`config.mk`:
```
export PLATFORM = sky130hd
export DESIGN_NAME = fetch_top
export DESIGN_NICKNAME = d
export VERILOG_FILES = /design/src/axi_pkg.sv /design/src/fetch_pkg.sv /design/src/fetch_unit.sv /design/src/instr_rom_axi.sv /design/src/fetch_top.sv
export SDC_FILE = /design/constraint.sdc
export NUM_CORES = 1
export LEC_CHECK = 0
export BUFFER_PORTS_ARGS = -buffer_cell sky130_fd_sc_hd__buf_2
export CELL_PAD_IN_SITES_DETAIL_PLACEMENT = 1
export CELL_PAD_IN_SITES_GLOBAL_PLACEMENT = 2
export CORE_MARGIN = 2
export CORE_UTILIZATION = 30
export DETAILED_ROUTE_END_ITERATION = 6
export GPL_TIMING_DRIVEN = 0
export PLACE_DENSITY_LB_ADDON = 0.1
export SLEW_MARGIN = 20
export SYNTH_ARGS = -nofsm -noshare
export SYNTH_HDL_FRONTEND = slang
export SYNTH_HIERARCHICAL = 1
export SYNTH_SLANG_ARGS = --single-unit
```
`constraint.sdc`:
```
create_clock -name clk -period 5.53 [get_ports clk]
set_input_delay 1.659 -clock clk [delete_from_list [all_inputs] [get_ports clk]]
set_output_delay 1.659 -clock clk [all_outputs]
set_load 0.005 [all_outputs]
```
`src/rom_image.hex`:
```
// One 32-bit instruction word per line, the first line at ROM_BASE
// Each word carries its own byte address in the low 24 bits
13002000
13002004
13002008
1300200c
13002010
13002014
13002018
1300201c
13002020
13002024
13002028
1300202c
13002030
13002034
13002038
1300203c
13002040
13002044
13002048
1300204c
13002050
13002054
13002058
1300205c
13002060
13002064
13002068
1300206c
13002070
13002074
13002078
1300207c
13002080
13002084
13002088
1300208c
13002090
13002094
13002098
1300209c
130020a0
130020a4
130020a8
130020ac
130020b0
130020b4
130020b8
130020bc
130020c0
130020c4
130020c8
130020cc
130020d0
130020d4
130020d8
130020dc
130020e0
130020e4
130020e8
130020ec
130020f0
130020f4
130020f8
130020fc

```
`src/axi_pkg.sv`:
```
package axi_pkg;

    // Read channel field types
    typedef logic [1:0] resp_t;
    typedef logic [7:0] len_t;
    typedef logic [2:0] size_t;
    typedef logic [1:0] burst_t;

    // Response codes
    localparam resp_t RESP_OKAY   = 2'b00;
    localparam resp_t RESP_DECERR = 2'b11;

    // Single word transfers only
    localparam size_t  SIZE_WORD  = 3'b010;
    localparam burst_t BURST_INCR = 2'b01;

endpackage

```
`src/fetch_pkg.sv`:
```
package fetch_pkg;

    // Byte address, instruction word and exception cause
    typedef logic [31:0] addr_t;
    typedef logic [31:0] instr_t;
    typedef logic [31:0] cause_t;

    // Fetch exception causes
    localparam cause_t CAUSE_MISALIGNED   = 32'd0;
    localparam cause_t CAUSE_ACCESS_FAULT = 32'd1;

    // First fetch address after reset
    localparam addr_t RESET_VECTOR = 32'h0000_2000;

    // Instruction memory window
    localparam addr_t ROM_BASE  = 32'h0000_2000;
    localparam int    ROM_WORDS = 64;

    // Command from execute, applies to the item being transferred
    typedef enum logic [0:0] {
        CMD_NONE = 1'b0,
        CMD_JUMP = 1'b1
    } e2f_cmd_t;

    // Kill means a cancelled read still owes its response
    typedef enum logic [0:0] {
        ST_ACTIVE = 1'b0,
        ST_KILL   = 1'b1
    } fetch_state_t;

endpackage

```
`src/fetch_unit.sv`:
```
`timescale 1ns/1ps

module fetch_unit (
    input  logic                    clk,
    input  logic                    rst,

    // AR channel
    output logic                    arvalid,
    input  logic                    arready,
    output fetch_pkg::addr_t        araddr,
    output axi_pkg::len_t           arlen,
    output axi_pkg::size_t          arsize,
    output axi_pkg::burst_t         arburst,

    // R channel
    input  logic                    rvalid,
    output logic                    rready,
    input  fetch_pkg::instr_t       rdata,
    input  axi_pkg::resp_t          rresp,

    // Towards decode
    output logic                    f2d_valid,
    output fetch_pkg::instr_t       f2d_instr,
    output fetch_pkg::addr_t        f2d_pc,
    output logic                    f2d_exception,
    output fetch_pkg::cause_t       f2d_cause,

    // From decode and execute
    input  logic                    d2f_ready,
    input  fetch_pkg::e2f_cmd_t     d2f_cmd,
    input  fetch_pkg::addr_t        e2f_jump_target
);

    fetch_pkg::addr_t           pc;
    fetch_pkg::addr_t           pc_next;
    fetch_pkg::fetch_state_t    state;
    fetch_pkg::fetch_state_t    state_next;

    // AR request raised, waiting for arready
    logic                       ar_pending;
    // AR accepted, R response still owed
    logic                       req_pending;
    fetch_pkg::addr_t           req_pc;

    // Output register towards decode
    logic                       out_valid;
    fetch_pkg::instr_t          out_instr;
    fetch_pkg::addr_t           out_pc;
    logic                       out_exception;
    fetch_pkg::cause_t          out_cause;

    logic                       f2d_fire;
    logic                       jump;
    logic                       ar_fire;
    logic                       r_fire;
    logic                       out_free;
    logic                       pc_misaligned;
    logic                       read_left;
    logic                       issue;
    logic                       misaligned_item;
    logic                       take_resp;
    logic                       resp_ok;

    // Handshakes
    assign f2d_fire = out_valid && d2f_ready;
    assign jump     = f2d_fire && (d2f_cmd == fetch_pkg::CMD_JUMP);
    assign ar_fire  = ar_pending && arready;
    assign r_fire   = rvalid && rready;

    // Output register empties this cycle or already is
    assign out_free      = !out_valid || d2f_ready;
    assign pc_misaligned = |pc[1:0];
    assign resp_ok       = (rresp == axi_pkg::RESP_OKAY);

    // A read that still produces a response after this cycle
    assign read_left = ar_pending || (req_pending && !r_fire);

    // Killed responses are always accepted
    assign rready = req_pending && ((state == fetch_pkg::ST_KILL) || out_free);

    // New read once the previous response is in, may overlap the R transfer
    assign issue = (state == fetch_pkg::ST_ACTIVE) && !jump && !ar_pending &&
                   (!req_pending || r_fire) && !pc_misaligned;

    // Misaligned pc turns into an item without any bus traffic
    assign misaligned_item = (state == fetch_pkg::ST_ACTIVE) && !jump && !ar_pending &&
                             !req_pending && pc_misaligned && out_free;

    // Response goes to the output unless a jump discards it
    assign take_resp = r_fire && (state == fetch_pkg::ST_ACTIVE) && !jump;

    // Next pc
    always_comb begin
        pc_next = pc;
        if (jump) begin
            pc_next = e2f_jump_target;
        end else if ((ar_fire && (state == fetch_pkg::ST_ACTIVE)) || misaligned_item) begin
            pc_next = pc + 32'd4;
        end
    end

    // Kill until the cancelled response has been taken
    always_comb begin
        state_next = state;
        if (jump && read_left) begin
            state_next = fetch_pkg::ST_KILL;
        end else if ((state == fetch_pkg::ST_KILL) && r_fire) begin
            state_next = fetch_pkg::ST_ACTIVE;
        end
    end

    always_ff @(posedge clk) begin
        if (rst) begin
            pc          <= fetch_pkg::RESET_VECTOR;
            state       <= fetch_pkg::ST_ACTIVE;
            ar_pending  <= 1'b0;
            req_pending <= 1'b0;
            out_valid   <= 1'b0;
        end else begin
            pc    <= pc_next;
            state <= state_next;

            if (ar_fire) begin
                ar_pending <= 1'b0;
            end else if (issue) begin
                ar_pending <= 1'b1;
            end

            if (ar_fire) begin
                req_pending <= 1'b1;
            end else if (r_fire) begin
                req_pending <= 1'b0;
            end

            if (take_resp || misaligned_item) begin
                out_valid <= 1'b1;
            end else if (f2d_fire) begin
                out_valid <= 1'b0;
            end
        end
    end

    // Request address and output payload
    always_ff @(posedge clk) begin
        if (issue) begin
            req_pc <= pc;
        end

        if (take_resp) begin
            out_pc        <= req_pc;
            out_instr     <= resp_ok ? rdata : '0;
            out_exception <= !resp_ok;
            out_cause     <= resp_ok ? '0 : fetch_pkg::CAUSE_ACCESS_FAULT;
        end else if (misaligned_item) begin
            out_pc        <= pc;
            out_instr     <= '0;
            out_exception <= 1'b1;
            out_cause     <= fetch_pkg::CAUSE_MISALIGNED;
        end
    end

    // AR channel, single word reads only
    assign arvalid = ar_pending;
    assign araddr  = req_pc;
    assign arlen   = '0;
    assign arsize  = axi_pkg::SIZE_WORD;
    assign arburst = axi_pkg::BURST_INCR;

    assign f2d_valid     = out_valid;
    assign f2d_instr     = out_instr;
    assign f2d_pc        = out_pc;
    assign f2d_exception = out_exception;
    assign f2d_cause     = out_cause;

endmodule

```
`src/instr_rom_axi.sv`:
```
`timescale 1ns/1ps

module instr_rom_axi #(
    parameter int LATENCY = 2
) (
    input  logic                clk,
    input  logic                rst,

    // AR channel
    input  logic                arvalid,
    output logic                arready,
    input  fetch_pkg::addr_t    araddr,
    input  axi_pkg::len_t       arlen,
    input  axi_pkg::size_t      arsize,
    input  axi_pkg::burst_t     arburst,

    // R channel
    output logic                rvalid,
    input  logic                rready,
    output fetch_pkg::instr_t   rdata,
    output axi_pkg::resp_t      rresp
);

    typedef logic [$clog2(LATENCY + 1)-1:0] cnt_t;

    fetch_pkg::instr_t  rom [fetch_pkg::ROM_WORDS];

    logic               busy;
    cnt_t               wait_cnt;
    logic               ar_fire;
    logic               r_fire;
    fetch_pkg::addr_t   offset;
    logic               in_range;
    logic               single_word;
    logic               req_ok;

    initial begin
        $readmemh("/design/src/rom_image.hex", rom);
    end

    // One read served at a time
    assign arready = !busy;
    assign ar_fire = arvalid && arready;
    assign r_fire  = rvalid && rready;

    // Offset wraps to a large value below the base
    assign offset   = araddr - fetch_pkg::ROM_BASE;
    assign in_range = offset < fetch_pkg::addr_t'(4 * fetch_pkg::ROM_WORDS);

    assign single_word = (arlen == '0) && (arsize == axi_pkg::SIZE_WORD) &&
                         (arburst == axi_pkg::BURST_INCR);
    assign req_ok      = in_range && single_word;

    // Latency countdown, rvalid held until rready
    always_ff @(posedge clk) begin
        if (rst) begin
            busy     <= 1'b0;
            rvalid   <= 1'b0;
            wait_cnt <= '0;
        end else if (ar_fire) begin
            busy     <= 1'b1;
            wait_cnt <= cnt_t'(LATENCY - 1);
            rvalid   <= (LATENCY == 1);
        end else if (r_fire) begin
            busy   <= 1'b0;
            rvalid <= 1'b0;
        end else if (busy && !rvalid) begin
            wait_cnt <= wait_cnt - 1'b1;
            if (wait_cnt == cnt_t'(1)) begin
                rvalid <= 1'b1;
            end
        end
    end

    // Result captured with the request and held through the wait
    always_ff @(posedge clk) begin
        if (ar_fire) begin
            rdata <= req_ok ? rom[offset[$clog2(fetch_pkg::ROM_WORDS) + 1:2]] : '0;
            rresp <= req_ok ? axi_pkg::RESP_OKAY : axi_pkg::RESP_DECERR;
        end
    end

endmodule

```
`src/fetch_top.sv`:
```
`timescale 1ns/1ps

module fetch_top (
    input  logic                    clk,
    input  logic                    rst,

    input  logic                    d2f_ready,
    input  fetch_pkg::e2f_cmd_t     d2f_cmd,
    input  fetch_pkg::addr_t        e2f_jump_target,

    output logic                    f2d_valid,
    output fetch_pkg::instr_t       f2d_instr,
    output fetch_pkg::addr_t        f2d_pc,
    output logic                    f2d_exception,
    output fetch_pkg::cause_t       f2d_cause
);

    // AR channel
    logic               arvalid;
    logic               arready;
    fetch_pkg::addr_t   araddr;
    axi_pkg::len_t      arlen;
    axi_pkg::size_t     arsize;
    axi_pkg::burst_t    arburst;

    // R channel
    logic               rvalid;
    logic               rready;
    fetch_pkg::instr_t  rdata;
    axi_pkg::resp_t     rresp;

    fetch_unit u_fetch (
        .clk             (clk),
        .rst             (rst),
        .arvalid         (arvalid),
        .arready         (arready),
        .araddr          (araddr),
        .arlen           (arlen),
        .arsize          (arsize),
        .arburst         (arburst),
        .rvalid          (rvalid),
        .rready          (rready),
        .rdata           (rdata),
        .rresp           (rresp),
        .f2d_valid       (f2d_valid),
        .f2d_instr       (f2d_instr),
        .f2d_pc          (f2d_pc),
        .f2d_exception   (f2d_exception),
        .f2d_cause       (f2d_cause),
        .d2f_ready       (d2f_ready),
        .d2f_cmd         (d2f_cmd),
        .e2f_jump_target (e2f_jump_target)
    );

    instr_rom_axi #(
        .LATENCY (2)
    ) u_rom (
        .clk     (clk),
        .rst     (rst),
        .arvalid (arvalid),
        .arready (arready),
        .araddr  (araddr),
        .arlen   (arlen),
        .arsize  (arsize),
        .arburst (arburst),
        .rvalid  (rvalid),
        .rready  (rready),
        .rdata   (rdata),
        .rresp   (rresp)
    );

endmodule

```
* Word level (Yosys, flattened, before mapping)
Index checks and enable logic that the tools add are counted.
Storage, ports and cells: flip-flop bits (word level) 202, input port bits 36, output and inout bits 98, word-level logic and storage cells 90
Operators by class: add/sub/neg operators 3, order comparisons 1, equal/unequal tests 2, mux-type cells 21, bitwise gates (word level) 2, reductions and logical operators 46
Operator list (number):
- 32-bit 2-to-1 mux | 8
- 32-bit by 3-bit adder with 32-bit output, second input constant | 1
- 32-bit by 9-bit less-than comparator with 1-bit output, second input constant | 1
- 32-bit by 14-bit subtractor with 32-bit output, second input constant | 1
- 1-bit logical AND | 19
- 1-bit 2-to-1 mux | 12
- 2-bit nonzero test | 6
- 1-bit zero test | 8
- 1-bit logical OR | 6
- 2-bit AND reduction | 3
- 2-bit OR reduction | 2
- 3-bit OR reduction | 1
- 2-bit by 1-bit == test with 1-bit output, second input constant | 1
- 2-bit zero test | 1
- 2-bit 2-to-1 mux | 1
- 2-bit by 1-bit != test with 1-bit output, second input constant | 1
- 1-bit NOT | 2
- 2-bit by 1-bit subtractor with 2-bit output, second input constant | 1

* Longest topological paths before layout
Gate-level depths: netlist of the first run.
depth after elaboration 11, mapped depth 8, depth with buffers taken out 7

* Cells and area by module
The synthesis of the first run kept the hierarchy.
By module, submodules not included:
- fetch_unit | times used 1, cells each 472, area each 5998.3 um^2, seq. area each 3663.5 um^2
- instr_rom_axi | times used 1, cells each 112, area each 828.3 um^2, seq. area each 110.1 um^2

* Least setup slack after synthesis of the first run
OpenSTA, ideal clock, no wires.
path kind input to register, start point input d2f_cmd, end point register u_fetch.out_cause[0] (netlist: u_fetch/f2d_cause[0]), enable pin, library setup time 431 ps, arrival time 3509 ps, required time 5099 ps, path slack 1590 ps, stages 3, path buffers 0, cell sequence nand2b_1 a21oi_1 and2_1
On the way: cells in the longest elaborated chain, start to end 8, elaborated cells on any way between the ends 9, classes of those cells 9 x reduce/logical
RTL lines:
- start, declared | RTL line fetch_top.sv:8 | input fetch_pkg::e2f_cmd_t d2f_cmd,
- 1-bit logical AND * | RTL line fetch_unit.sv:66 | assign jump = f2d_fire && (d2f_cmd == fetch_pkg::CMD_JUMP);
- 1-bit zero test * | RTL line fetch_unit.sv:86, fetch_unit.sv:90
- 1-bit logical AND (3 in a row) | RTL line fetch_unit.sv:86 | assign misaligned_item = (state == fetch_pkg::ST_ACTIVE) && !jump && !ar_pending &&
- 1-bit logical AND (2 in a row) | RTL line fetch_unit.sv:87 | !req_pending && pc_misaligned && out_free;
- 2-bit nonzero test (no line) *
- end signal, assigned | RTL line fetch_unit.sv:153 | out_cause <= resp_ok ? '0 : fetch_pkg::CAUSE_ACCESS_FAULT;
- end signal, assigned | RTL line fetch_unit.sv:158 | out_cause <= fetch_pkg::CAUSE_MISALIGNED;
- end, declared | RTL line fetch_unit.sv:50 | fetch_pkg::cause_t out_cause;
Every way passes the cells marked *; elsewhere a longest branch is shown, timed or not. A chain may end at the register's enable or synchronous reset.

* Worst setup path in the final report of the first run
start point input d2f_cmd, end point register u_fetch.out_exception (netlist: u_fetch/f2d_exception), data pin
On the way: cells in the longest elaborated chain, start to end 4
RTL lines:
- 1-bit logical AND | RTL line fetch_unit.sv:66
- 1-bit zero test | RTL line fetch_unit.sv:90 | assign take_resp = r_fire && (state == fetch_pkg::ST_ACTIVE) && !jump;
- 1-bit logical AND | RTL line fetch_unit.sv:90
- 1-bit 2-to-1 mux | RTL line fetch_unit.sv:149 | if (take_resp) begin
- end signal, assigned | RTL line fetch_unit.sv:152 | out_exception <= !resp_ok;
- end, declared | RTL line fetch_unit.sv:49 | logic out_exception;
No other way between the ends.

==> impl_summary.txt, run 1 <==
----------------------------------------------------
[Run status]
  Run status ... completed

[Synthesis]
  Post-synth EDFFs ... 99
  Synth Register Bits ... approximately 140
  Proportion of netlist area held by the largest area contributor ... 0.435
  Yosys warnings ... 6
  Number of distinct library cells after synthesis ... 70
  Syn avg cell area ... around 12 um2
  Top flip-flop cell by instance count after synthesis ... sky130_fd_sc_hd__edfxtp_1
  Cells taking the most area after synthesis ... sky130_fd_sc_hd__edfxtp_1 44%, sky130_fd_sc_hd__dfxtp_1 12%, sky130_fd_sc_hd__buf_4 8.5%
  Synth area leader ... sky130_fd_sc_hd__edfxtp_1
  Post-synthesis sequential area ratio ... 0.553
  Gate Count Post-Synth ... roughly 580
  Post-synth ARST share ... 0
  Cell Area, Synth ... around 7000 um2

[Finish]
  Number of inserted filler cells in the final layout ... ~2500
  Layout net count ... between 800 and 900
  Diode insertion count for antenna repair ... 0
  Post-route non-filler standard cell count ... between 1000 and 1500
  Fraction of final layout cells with drive strength greater than 1 ... 0.342
  Area Growth Syn to Fin ... 26.7%
  Finished Core Util ... 0.384

[Drt]
  Number of antenna-violating nets in the routed design ... 0
  Number of DRC violations after detailed routing ... 0
  Initial DRC count ... 190
  Overall via count from detail_route ... approximately 4800
  Detail-routed net length per standard cell ... between 15 and 20 um
  Total detailed-routing wirelength ... about 17 mm
  Via/cell ratio ... 4.45
  Detailed Routing Iterations Pass 1 ... 4

[Clock network]
  Clock tree from TritonCTS ... yes
  Max Root-Sink Buffers ... 2
  Number of clock sinks seen by CTS ... approximately 140
  Count of hold buffers inserted by post-cts repair ... 0
  CTS clock-pin slew for the worst setup and hold paths ... about 0.060 ns
  Clock Latency Late Sink ... approximately 0.42 ns
  Post-cts sizing count ... 0
  CTS Buf Count ... 17
  Number of buffers added for setup after CTS ... 0
  Max H-tree Level ... 4
  Clk root buf ... sky130_fd_sc_hd__clkbuf_16

[Placed design]
  Number of buffers added on ports ... 102
  Post-placement cell count ... about 1000
  Setup WS pre-CTS ... 1.90 ns
  Weighted congestion reported at the end of routability-driven placement ... about 0.8
  Final HPWL from detailed placement ... 12.8 mm

[Critical path]
  Start of the worst register-to-register path ... u_fetch/araddr[13]$_DFFE_PP_
  Required time of the critical path ... about 5.7 ns
  Kind of critical path ... primary input to flip-flop
  Worst r2r path cells ... 7
  Startpoint class of the critical path ... primary input
  Launch point of the critical path ... d2f_cmd
  Data arrival time of the critical path ... 3.32 ns
  Worst flop-to-flop path endpoint ... u_rom/rresp[0]$_DFFE_PP_
  Nature of the critical path endpoint ... flip-flop
  Biggest fanout along the worst timing path ... 10
  Reg2Reg Setup Slack ... between 3 and 4 ns

[Power and ir drop]
  Areal power density over the cells ... 308 nW/um2
  Net switching fraction of the power ... 0.234
  Share of power burned in combinational logic ... 0.084
  Clock network power share ... 0.456
  Worst supply voltage drop on vdd ... 0.185 mV
  Sequential fraction of design power ... 0.460
  Post-route total power ... 2.66 mW
  Switching power ... between 0.6 and 0.7 mW
  Cell internal power dissipation ... between 2 and 2.5 mW
  Leak pwr ... ~3.5 nW

[Min path]
  Launch instance of the worst min-delay path ... u_rom/wait_cnt[0]$_SDFFE_PP0P_
  Worst Hold Endpoint ... u_rom/wait_cnt[0]$_SDFFE_PP0P_
  Class of the tightest hold or removal check ... flip-flop to flip-flop
  WHS Path Cells ... 1

[STA]
  Setup repair after global routing missed its margin ... no
  Count of endpoints failing setup in the final report ... 0
  Achievable Freq ... 317 MHz
  Share of the cycle needed by the critical path after routing ... 0.571
  Number of pins exceeding their max-slew limit in the final report ... 0
  Slew @ Worst Pin ... 0.730 ns
  Worst clock skew ... 0.00956 ns
  Worst relative slew slack ... 0.512
  Final TNS setup ... 0 ns
  Tmin final ... roughly 3.2 ns
  Worst-case setup margin in the final layout ... between 2 and 2.5 ns
  Number of endpoints with negative hold slack in the final report ... 0

[Floorplan]
  Placeable Area ... roughly 23000 um2
  Die H ... around 150 um
  Die width ... about 150 um
  FP Rows ... 55
  Boundary Pins ... about 130
  Die area ... around 24000 um2
  Starting Density ... 0.303

[Flow run]
  Max-cap violations ... 0

[Global route]
  Wire length of the first global-routing pass ... around 26 mm
  Overall routing resource usage ... 0.143
  Number of antenna violations at the first check in global routing ... 0
  Global routing met2 resource utilization ... 0.240
  Met3 global-route usage ... 0.0304
  Global routing usage on met1 ... 0.178
  Largest net degree at the start of global routing ... 54
  Final global-route overflow total ... 0
  Busiest layer in global routing ... met2
  Via count of the first global-routing pass ... about 5000

----------------------------------------------------
[cell type report]
| cell class | count | area, um2 | area share |
|---|---|---|---|
| inverter | 8 | 30.0 | 0.00347 |
| tap | 285 | 357 | 0.0412 |
| multi-input combinational | 409 | 2590 | 0.299 |
| buffer | 101 | 711 | 0.0822 |
| clock buffer | 19 | 433 | 0.0501 |
| clock inverter | 13 | 190 | 0.0220 |
| sequential | 139 | 3770 | 0.436 |
| timing repair buffer | 104 | 566 | 0.0654 |
[power groups by stage]
stage | registers, mW | logic [mW] | clock network (mW)
after detailed placement | 1.25 | 0.221 | 0
final | 1.22 | 0.223 | 1.21
after floorplan | 1.23 | 0.151 | 0
after global placement | 1.24 | 0.202 | 0
after global routing | 1.23 | 0.246 | 1.29
after CTS | 1.22 | 0.222 | 1.24
[through the flow]
step	area, um2	hold slack (ns)
2_1_floorplan	7100	0.438
3_3_place_gp	7970	0.456
3_5_place_dp	8030	0.482
4_1_cts	8650	0.490
5_1_grt	8650	0.523
6_report	8650	0.484
[critical path: stages]
cell	delay [ns]
sky130_fd_sc_hd__buf_2	0.11
sky130_fd_sc_hd__nand2b_1	0.14
sky130_fd_sc_hd__a21oi_1	0.20
sky130_fd_sc_hd__nor2b_1	0.16
sky130_fd_sc_hd__buf_2	0.24
sky130_fd_sc_hd__nor3b_2	0.43
sky130_fd_sc_hd__clkbuf_1	0.31
sky130_fd_sc_hd__inv_1	0.07
[cell usage after synthesis, types with 8 or more instances]
library cell	instances
sky130_fd_sc_hd__nand2_1	37
sky130_fd_sc_hd__o21ai_0	17
sky130_fd_sc_hd__clkbuf_1	12
sky130_fd_sc_hd__mux2_2	32
sky130_fd_sc_hd__buf_4	77
sky130_fd_sc_hd__nand4_1	10
sky130_fd_sc_hd__nor2_1	32
sky130_fd_sc_hd__dfxtp_1	40
sky130_fd_sc_hd__a21oi_1	9
sky130_fd_sc_hd__nor4_1	16
sky130_fd_sc_hd__xnor2_1	24
sky130_fd_sc_hd__and2_1	35
sky130_fd_sc_hd__nand3_1	9
sky130_fd_sc_hd__inv_1	8
sky130_fd_sc_hd__edfxtp_1	99
sky130_fd_sc_hd__a211oi_1	10
[per-layer routing]
layer  part of all wire  up-vias
li1                   -     2372
met1               0.46     2278
met2               0.48      122
met3              0.036       23
met4              0.028        0
met5                  0        -
[cell usage in the layout, fill, tap and decap left out, types with 8 or more instances in the layout]
cell / Yosys / final
sky130_fd_sc_hd__mux2_2: 32 / 32
sky130_fd_sc_hd__clkbuf_1: 12 / 14
sky130_fd_sc_hd__buf_2: 6 / 108
sky130_fd_sc_hd__conb_1: 3 / 76
sky130_fd_sc_hd__nor2_1: 32 / 32
sky130_fd_sc_hd__nand2_1: 37 / 37
sky130_fd_sc_hd__dfxtp_1: 40 / 40
sky130_fd_sc_hd__inv_1: 8 / 8
sky130_fd_sc_hd__a21oi_1: 9 / 9
sky130_fd_sc_hd__buf_4: 77 / 77
sky130_fd_sc_hd__a211oi_1: 10 / 10
sky130_fd_sc_hd__nand3_1: 9 / 9
sky130_fd_sc_hd__nand4_1: 10 / 10
sky130_fd_sc_hd__o21ai_0: 17 / 17
sky130_fd_sc_hd__nor4_1: 16 / 16
sky130_fd_sc_hd__xnor2_1: 24 / 24
sky130_fd_sc_hd__and2_1: 35 / 34
sky130_fd_sc_hd__clkbuf_16: 0 / 17
sky130_fd_sc_hd__edfxtp_1: 99 / 99
[worst max path at each step]
stage	end	slack [ns]	cells past startpoint
2_1_floorplan	u_fetch/f2d_cause[0]$_SDFFCE_PP0P_	1.59	3
3_3_place_gp	u_fetch/f2d_exception$_SDFFCE_PP1P_	0.74	4
3_5_place_dp	u_fetch/f2d_exception$_SDFFCE_PP1P_	1.90	8
4_1_cts	u_fetch/f2d_exception$_SDFFCE_PP1P_	2.34	8
5_1_grt	u_fetch/f2d_exception$_SDFFCE_PP1P_	2.17	8
6_report	u_fetch/f2d_exception$_SDFFCE_PP1P_	2.37	8
[flip-flops by register name, indices dropped and copies added, names as in the netlist, 2 cells and up]
register	count
u_fetch/araddr	32
u_fetch/f2d_instr	32
u_fetch/f2d_pc	32
u_fetch/pc	32
u_rom/wait_cnt	2
[logic make-up (layout without fill, tap and decap cells)]
logic type                 count (synthesis)  after routing  synth area share
xor gates and xnor gates                  25             25            0.0321
DFF                                      139            139             0.553
buffers and inverters                    109            245             0.109
other                                      3             76           0.00165
muxes                                     34             34            0.0557
and+or+nand+nor                          203            203             0.175
adders and majority gates                  3              3           0.00550
AOI/OAI and AO/OA                         68             68            0.0687
(Power assumes the default switching activity.)
==> run 2, diff against run 1 <==
==> constraint.sdc (replaced) <==
create_clock -name clk -period 3.1 [get_ports clk]
set_input_delay 0.93 -clock clk [delete_from_list [all_inputs] [get_ports clk]]
set_output_delay 0.93 -clock clk [all_outputs]
set_load 0.005 [all_outputs]
==> run 2 against run 1 <==
Total power rose by 75%; critical path type is now flip-flop to flip-flop; flip-flop and latch count did not move; global-route usage hardly changed; critical endpoint is now u_rom/rresp[0]$_DFFE_PP_; largest cell class unchanged; sequential power rose by 79%.
==> impl_summary.txt, run 2 (same netlist as run 1, synthesis figures left out) <==
----------------------------------------------------
[Floorplan]
  Die H ... 155 um (unchanged)
  Die width ... 155 um (unchanged)
  Boundary Pins ... 134 (unchanged)
  Starting Density ... 0.303 (unchanged)
  Die area ... 24000 um2 (unchanged)
  Placeable Area ... 22500 um2 (unchanged)
  FP Rows ... 55 (unchanged)

[Placed design]
  Setup WS pre-CTS ... 0.214 ns (-1.68 ns)
  Final HPWL from detailed placement ... 12.7 mm (-0.86%)
  Number of buffers added on ports ... 102 (unchanged)
  Weighted congestion reported at the end of routability-driven placement ... 0.763 (-1.8%)
  Post-placement cell count ... 1046 (unchanged)
  Placement Cell Area ... 8030 um2 (unchanged)

[Global route]
  Final global-route overflow total ... 0 (unchanged)
  Wire length of the first global-routing pass ... 26.3 mm (-0.26%)
  Number of antenna violations at the first check in global routing ... 0 (unchanged)
  Overall routing resource usage ... 0.143 (-0.000231)
  Largest net degree at the start of global routing ... 52 (-3.7%)
  Via count of the first global-routing pass ... 4859 (-3.0%)

[Run status]
  Run status ... completed

[STA]
  Setup repair after global routing missed its margin ... no
  Final TNS setup ... 0 ns (unchanged)
  Tmin final ... 2.47 ns
  Number of endpoints with negative hold slack in the final report ... 0 (unchanged)
  Worst relative slew slack ... 0.545 (+0.0330)
  Slew @ Worst Pin ... 0.681 ns (-0.0493 ns)
  Achievable Freq ... 405 MHz
  Worst clock skew ... 0.00654 ns (-0.00302 ns)
  Share of the cycle needed by the critical path after routing ... 0.797
  Worst-case setup margin in the final layout ... 0.628 ns (-1.74 ns)
  Number of pins exceeding their max-slew limit in the final report ... 0 (unchanged)
  Count of endpoints failing setup in the final report ... 0 (unchanged)

[Critical path]
  Worst flop-to-flop path endpoint ... u_rom/rresp[0]$_DFFE_PP_
  Data arrival time of the critical path ... 2.63 ns (-0.69 ns)
  Worst Setup EP ... u_rom/rresp[0]$_DFFE_PP_
  Worst r2r path cells ... 6 (-1)
  Start of the worst register-to-register path ... u_fetch/araddr[17]$_DFFE_PP_
  Startpoint class of the critical path ... flip-flop
  Reg2Reg Setup Slack ... 0.63 ns (-2.46 ns)
  Nature of the critical path endpoint ... flip-flop
  Required time of the critical path ... 3.26 ns (-2.44 ns)
  Launch point of the critical path ... u_fetch/araddr[17]$_DFFE_PP_
  Biggest fanout along the worst timing path ... 7 (-3)
  Kind of critical path ... flip-flop to flip-flop

[Clock network]
  Clock tree from TritonCTS ... yes
  Clock Latency Late Sink ... 0.42 ns (about the same)
  Post-cts sizing count ... 0 (unchanged)
  CTS clock-pin slew for the worst setup and hold paths ... 0.06 ns (about the same)
  Clk root buf ... sky130_fd_sc_hd__clkbuf_16
  Number of clock sinks seen by CTS ... 139 (unchanged)
  CTS Buf Count ... 17 (unchanged)
  Count of hold buffers inserted by post-cts repair ... 0 (unchanged)
  Max Root-Sink Buffers ... 2 (unchanged)
  Max H-tree Level ... 4 (unchanged)
  Number of buffers added for setup after CTS ... 0 (unchanged)

[Finish]
  Number of inserted filler cells in the final layout ... 2518 (+0.24%)
  Diode insertion count for antenna repair ... 0 (unchanged)
  Layout net count ... 819 (unchanged)
  Area taken by multi-input logic gates ... 2590 um2 (unchanged)
  Fraction of final layout cells with drive strength greater than 1 ... 0.343 (+0.00126)
  Reg area ... 3770 um2 (unchanged)
  Most common library cell in the layout ignoring fill and taps ... sky130_fd_sc_hd__buf_2
  Most used cells in the layout excluding fill and tap cells ... 108 x sky130_fd_sc_hd__buf_2, 99 x sky130_fd_sc_hd__edfxtp_1, 77 x sky130_fd_sc_hd__buf_4, 76 x sky130_fd_sc_hd__conb_1, 40 x sky130_fd_sc_hd__dfxtp_1
  Summed area of non-filler cells in the final layout ... 8630 um2 (-0.20%)
  Area Growth Syn to Fin ... 26.4%
  Post-route non-filler standard cell count ... 1078 (unchanged)

[Power and ir drop]
  Sequential fraction of design power ... 0.468 (+0.008)
  Cell internal power dissipation ... 3.59 mW (+76%)
  Switching power ... 1.08 mW (+73%)
  Net switching fraction of the power ... 0.231 (-0.00267)
  Clock network power share ... 0.448 (-0.008)
  Leak pwr ... 3.54 nW (-0.10%)
  Worst supply voltage drop on vdd ... 0.351 mV (+89%)
  Share of power burned in combinational logic ... 0.084 (about the same)
  Areal power density over the cells ... 541 nW/um2 (+76%)

[Drt]
  Overall via count from detail_route ... 4763 (-0.67%)
  Detailed Routing Iterations Pass 1 ... 4 (unchanged)
  Number of DRC violations after detailed routing ... 0 (unchanged)
  Number of antenna-violating nets in the routed design ... 0 (unchanged)
  Initial DRC count ... 182 (-4.2%)
  Detail-routed net length per standard cell ... 15.6 um (+0.71%)
  Total detailed-routing wirelength ... 16.8 mm (+0.71%)
  Via/cell ratio ... 4.42 (-0.67%)

[Min path]
  Class of the tightest hold or removal check ... flip-flop to flip-flop
  WHS Path Cells ... 1 (unchanged)

[Flow run]
  Max-cap violations ... 0 (unchanged)

----------------------------------------------------
## run 2: changes by cell type in the layout (fill, tap and decap cells not counted)
cell	delta
sky130_fd_sc_hd__inv_6	-4
sky130_fd_sc_hd__clkinv_2	+3
sky130_fd_sc_hd__clkbuf_8	+2
sky130_fd_sc_hd__bufinv_16	-1
sky130_fd_sc_hd__clkinv_1	-1
sky130_fd_sc_hd__clkinv_4	+1
## run 2: power by group through the flow
stage               registers (mW)  logic (mW)  clock network (mW)
CTS                           2.18       0.396                2.14
detailed placement            2.22       0.393                   0
global placement              2.22       0.362                   0
global route                  2.20       0.437                2.22
floorplan                     2.19       0.270                   0
finish                        2.18       0.394                2.09
## run 2: how the worst min path moves through the flow
| stage | from | end | slack, ns |
|---|---|---|---|
| floorplan | u_rom/wait_cnt[0]$_SDFFE_PP0P_ | u_rom/wait_cnt[0]$_SDFFE_PP0P_ | 0.44 |
| global placement | u_rom/wait_cnt[0]$_SDFFE_PP0P_ | u_rom/wait_cnt[0]$_SDFFE_PP0P_ | 0.46 |
| detailed placement | u_rom/wait_cnt[0]$_SDFFE_PP0P_ | u_rom/wait_cnt[0]$_SDFFE_PP0P_ | 0.47 |
| CTS | u_rom/wait_cnt[0]$_SDFFE_PP0P_ | u_rom/wait_cnt[0]$_SDFFE_PP0P_ | 0.48 |
| global route | u_rom/wait_cnt[0]$_SDFFE_PP0P_ | u_rom/wait_cnt[0]$_SDFFE_PP0P_ | 0.51 |
| finish | u_rom/wait_cnt[0]$_SDFFE_PP0P_ | u_rom/wait_cnt[0]$_SDFFE_PP0P_ | 0.49 |
## run 2: layout make-up
cell class              instances  share of cell area
well taps                     285              0.0413
clock buffers                  21              0.0533
repair buffers                104              0.0655
inverters                       8             0.00348
clock inverters                11              0.0168
multi-input cells             409               0.300
plain buffers                 101              0.0823
flip-flops and latches        139               0.437
## run 2: through the flow
step            util  total power [mW]  hold WS, ns
6_report       0.384              4.67        0.489
3_3_place_gp   0.354              2.58        0.455
3_5_place_dp   0.357              2.61        0.475
4_1_cts        0.384              4.72        0.484
2_1_floorplan      -              2.46        0.438
5_1_grt        0.384              4.85        0.511
## run 2: per-layer routing
metal / GRT usage / vias up / wire length (um)
li1: - / 2367 / -
met1: 0.183 / 2278 / 7810
met3: 0.0292 / 14 / 620
met5: 0 / - / 0
met2: 0.243 / 104 / 8200
met4: 0.0476 / 0 / 210
## run 2: worst max-delay path: stages (launching register included)
cell and delay (ns):
sky130_fd_sc_hd__edfxtp_1 0.41, sky130_fd_sc_hd__or3_4 0.42, sky130_fd_sc_hd__or3_1 0.32, sky130_fd_sc_hd__buf_2 0.17
sky130_fd_sc_hd__a2111o_1 0.30, sky130_fd_sc_hd__a211o_1 0.25, sky130_fd_sc_hd__a311o_1 0.34
==> run 3, diff against run 2 <==
--- a/config.mk
+++ b/config.mk
@@ -5,6 +5,7 @@
 export SDC_FILE = /design/constraint.sdc
 export NUM_CORES = 1
 export LEC_CHECK = 0
+export ABC_AREA = 1
 export BUFFER_PORTS_ARGS = -buffer_cell sky130_fd_sc_hd__buf_2
 export CELL_PAD_IN_SITES_DETAIL_PLACEMENT = 1
 export CELL_PAD_IN_SITES_GLOBAL_PLACEMENT = 2
==> constraint.sdc (replaced) <==
create_clock -name clk -period 2.4 [get_ports clk]
set_input_delay 0.72 -clock clk [delete_from_list [all_inputs] [get_ports clk]]
set_output_delay 0.72 -clock clk [all_outputs]
set_load 0.005 [all_outputs]
==> run 3 against run 2 <==
Sequential power up 44%; register-to-register slack worse by 0.43 ns; wire length is 25% higher; combinational power grew to 3.1 times the previous value; sequential share of layout area fell by 3.0 points; setup slack worse by 0.47 ns; die area increased by 8.4%; non-clock buffer count is 2 higher; cell count grew 35%; clock skew is 0.0077 ns higher; critical endpoint is now u_fetch/f2d_pc[22]$_DFFE_PP_; largest power group unchanged.
==> impl_summary.txt, run 3 <==
----------------------------------------------------
[Placed design]
  Post-placement cell count ... 1418 (+36%)
  Final HPWL from detailed placement ... 16.3 mm (+28%)
  Setup WS pre-CTS ... -0.620 ns (-0.834 ns)
  Number of buffers added on ports ... 102 (unchanged)
  Weighted congestion reported at the end of routability-driven placement ... 0.787 (+3.2%)

[Critical path]
  Peak per-stage delay on the critical path ... 0.31 ns (-0.11 ns)
  Biggest fanout along the worst timing path ... 10 (+3)
  Nature of the critical path endpoint ... flip-flop
  Dominant delay contributor by cell family on the critical path ... buffers and inverters
  Kind of critical path ... primary input to flip-flop
  Data arrival time of the critical path ... 2.40 ns (-0.23 ns)
  List of cells traversed by the critical path ... buf_2 > nand3_2 > nand2_1 > nor2_1 > buf_2 > inv_1 > buf_2 > nand2_1 > nand2_1
  Required time of the critical path ... 2.56 ns (-0.70 ns)
  Number of buffers and inverters on the critical path ... 4 (+3)
  Slowest cell on the critical path ... sky130_fd_sc_hd__nor2_1
  Startpoint class of the critical path ... primary input

[STA]
  Hold WS ... 0.430 ns (-0.0596 ns)
  Setup repair after global routing missed its margin ... yes
  Worst clock skew ... 0.0143 ns (+0.00771 ns)
  Achievable Freq ... between 400 and 500 MHz
  Number of pins exceeding their max-slew limit in the final report ... 0 (unchanged)
  Number of endpoints with negative hold slack in the final report ... 0 (unchanged)
  Share of the cycle needed by the critical path after routing ... 0.933
  Worst relative slew slack ... 0.549 (+0.00434)
  Slew @ Worst Pin ... 0.677 ns (-0.00399 ns)
  Worst-case setup margin in the final layout ... 0.162 ns (-0.467 ns)
  Tmin final ... 2.24 ns
  Count of endpoints failing setup in the final report ... 0 (unchanged)

[Clock network]
  Number of buffers added for setup after CTS ... 0 (unchanged)
  Max Root-Sink Buffers ... 2 (unchanged)
  Clk root buf ... sky130_fd_sc_hd__clkbuf_16
  CTS clock-pin slew for the worst setup and hold paths ... 0.06 ns (about the same)
  Max H-tree Level ... 4 (unchanged)
  Number of clock sinks seen by CTS ... 139 (unchanged)
  Clock tree from TritonCTS ... yes
  CTS Buf Count ... 17 (unchanged)
  Clock Latency Late Sink ... 0.43 ns (about the same)
  Count of hold buffers inserted by post-cts repair ... 0 (unchanged)

[Floorplan]
  Die H ... 161 um (+4.1%)
  Die area ... 26000 um2 (+8.4%)
  Boundary Pins ... 134 (unchanged)
  Starting Density ... 0.305 (+0.00157)
  Die width ... 161 um (+4.1%)
  FP Rows ... 57 (+3.6%)
  Placeable Area ... 24300 um2 (+8.1%)

[Drt]
  Total detailed-routing wirelength ... 21.1 mm (+25%)
  Initial DRC count ... 307 (+69%)
  Detailed Routing Iterations Pass 1 ... 4 (unchanged)
  Detail-routed net length per standard cell ... 14.5 um (-7.1%)
  Number of antenna-violating nets in the routed design ... 0 (unchanged)
  Number of DRC violations after detailed routing ... 0 (unchanged)
  Overall via count from detail_route ... 6086 (+28%)
  Via/cell ratio ... 4.19 (-5.1%)

[Finish]
  Most used cells in the layout excluding fill and tap cells ... 240 x sky130_fd_sc_hd__nand2_1, 132 x sky130_fd_sc_hd__nor2_1, 116 x sky130_fd_sc_hd__buf_2, 99 x sky130_fd_sc_hd__edfxtp_1, 96 x sky130_fd_sc_hd__inv_1
  Finished Core Util ... 0.381 (-0.00252)
  Fraction of final layout cells with drive strength greater than 1 ... 0.231 (-0.112)
  Layout net count ... 1153 (+41%)
  Most common library cell in the layout ignoring fill and taps ... sky130_fd_sc_hd__nand2_1
  Area Growth Syn to Fin ... 25.0%
  Post-route non-filler standard cell count ... 1451 (+35%)
  Diode insertion count for antenna repair ... 0 (unchanged)

[Power and ir drop]
  Cell internal power dissipation ... 4.90 mW (+37%)
  Clock network power share ... 0.380 (-0.068)
  Switching power ... 2.12 mW (+97%)
  Worst supply voltage drop on vdd ... 0.367 mV (+4.7%)
  Share of power burned in combinational logic ... 0.174 (+0.090)
  Sequential fraction of design power ... 0.446 (-0.022)
  Post-route total power ... 7.02 mW (+51%)
  Leak pwr ... 3.89 nW (+9.7%)
  Net switching fraction of the power ... 0.302 (+0.0708)
  Areal power density over the cells ... 758 nW/um2 (+40%)

[Synthesis]
  Synth area leader ... sky130_fd_sc_hd__edfxtp_1
  Most instantiated cells after synthesis ... 241 x sky130_fd_sc_hd__nand2_1, 132 x sky130_fd_sc_hd__nor2_1, 99 x sky130_fd_sc_hd__edfxtp_1
  Post-synth ARST share ... 0 (unchanged)
  Cell with the most instances after synthesis ... sky130_fd_sc_hd__nand2_1
  Synth Register Bits ... 139 (unchanged)
  Yosys warnings ... 6 (unchanged)
  Post-synth EDFFs ... 99 (unchanged)
  Post-synthesis sequential area ratio ... 0.509 (-0.0439)
  Gate Count Post-Synth ... 917 (+57%)
  Proportion of netlist area held by the largest area contributor ... 0.401 (-0.0346)
  Cell Area, Synth ... 7420 um2 (+8.6%)
  Number of distinct library cells after synthesis ... 37 (-47%)
  Top flip-flop cell by instance count after synthesis ... sky130_fd_sc_hd__edfxtp_1
  Syn avg cell area ... 8.09 um2 (-31%)
  Cells taking the most area after synthesis ... sky130_fd_sc_hd__edfxtp_1 40%, sky130_fd_sc_hd__nand2_1 12%, sky130_fd_sc_hd__dfxtp_1 11%

[Min path]
  Class of the tightest hold or removal check ... flip-flop to flip-flop

[Global route]
  Wire length of the first global-routing pass ... 33.1 mm (+26%)
  Largest net degree at the start of global routing ... 68 (+31%)
  Number of antenna violations at the first check in global routing ... 0 (unchanged)
  Final global-route overflow total ... 0 (unchanged)
  Overall routing resource usage ... 0.166 (+0.0229)
  Via count of the first global-routing pass ... 6037 (+24%)

[Flow run]
  Max-cap violations ... 0 (unchanged)

[Run status]
  Run status ... completed

----------------------------------------------------
## run 3: cell types whose count changed after synthesis, moves of 32 or more
cell / previous run / this run
sky130_fd_sc_hd__nand3_1: 9 / 41
sky130_fd_sc_hd__mux2_2: 32 / 0
sky130_fd_sc_hd__and2_1: 35 / 0
sky130_fd_sc_hd__a21oi_1: 9 / 45
sky130_fd_sc_hd__nand2_1: 37 / 241
sky130_fd_sc_hd__inv_1: 8 / 96
sky130_fd_sc_hd__o21ai_0: 17 / 56
sky130_fd_sc_hd__nor2_1: 32 / 132
## run 3: repair_timing
action	4_1_cts	5_1_grt
endpoints found under the setup margin	67	67
pin swaps	0	0
resized for setup	1	1
cloned	0	1
## run 3: worst register-to-register path, cell delays in order (launching register included)
cell,delay [ns]
sky130_fd_sc_hd__dfxtp_1,0.36
sky130_fd_sc_hd__inv_1,0.05
sky130_fd_sc_hd__nor2_1,0.20
sky130_fd_sc_hd__nand2_1,0.12
sky130_fd_sc_hd__nand3_1,0.14
sky130_fd_sc_hd__nor2_1,0.12
sky130_fd_sc_hd__buf_2,0.20
sky130_fd_sc_hd__inv_1,0.33
sky130_fd_sc_hd__nand2_8,0.27
sky130_fd_sc_hd__o21ai_0,0.25
sky130_fd_sc_hd__inv_1,0.06
## run 3: metal layers
layer	up-vias	wire, um	track usage
met4	0	114	0.0450
li1	3173	-	-
met3	9	669	0.0285
met2	117	9620	0.268
met1	2787	10700	0.230
met5	-	0	0
## run 3: cell type report
cell class	count	area (um2)
Timing Repair Buffer	104	537
Tap cell	324	405
Inverter	103	387
Multi-Input combinational cell	646	2880
Buffer	103	701
Fill cell	3010	15100
Clock inverter	14	159
Clock buffer	18	429
Sequential cell	139	3770
## run 3: through the flow
| step | area, um2 | TNS (ns) |
|---|---|---|
| 2_1_floorplan | 7710 | 0 |
| 3_3_place_gp | 8620 | -63.95 |
| 3_5_place_dp | 8650 | -46.27 |
| 4_1_cts | 9250 | 0 |
| 5_1_grt | 9270 | -0.0271 |
| 6_report | 9270 | 0 |
## run 3: power by group through the flow
stage	clock network, mW	registers [mW]	logic, mW
4_1_cts	2.74	3.13	1.24
6_report	2.67	3.13	1.22
5_1_grt	2.83	3.17	1.39
2_1_floorplan	0	3.11	0.861
3_5_place_dp	0	3.18	1.23
3_3_place_gp	0	3.19	1.18
## run 3: kinds of logic (layout without fill, tap and decap cells)
family	Yosys count	after routing	share of synthesized area
compound gates	111	111	0.0795
xor+xnor	5	5	0.00591
fa+ha+maj	3	3	0.00506
buf+inv	206	342	0.147
flops	139	139	0.509
other cells	3	76	0.00152
simple gates	450	451	0.253
## run 3: final timing paths
path                                       start                             end  slack, ns  depth (start not counted)
hold / removal        u_fetch/pc[0]$_SDFFE_PP0P_     u_fetch/araddr[0]$_DFFE_PP_       0.43                          0
setup / recovery                       d2f_ready    u_fetch/f2d_pc[22]$_DFFE_PP_       0.16                          9
hold reg to reg       u_fetch/pc[0]$_SDFFE_PP0P_     u_fetch/araddr[0]$_DFFE_PP_       0.43                          0
setup reg to reg  u_fetch/f2d_valid$_SDFFE_PP0P_  u_fetch/f2d_valid$_SDFFE_PP0P_       0.20                         10
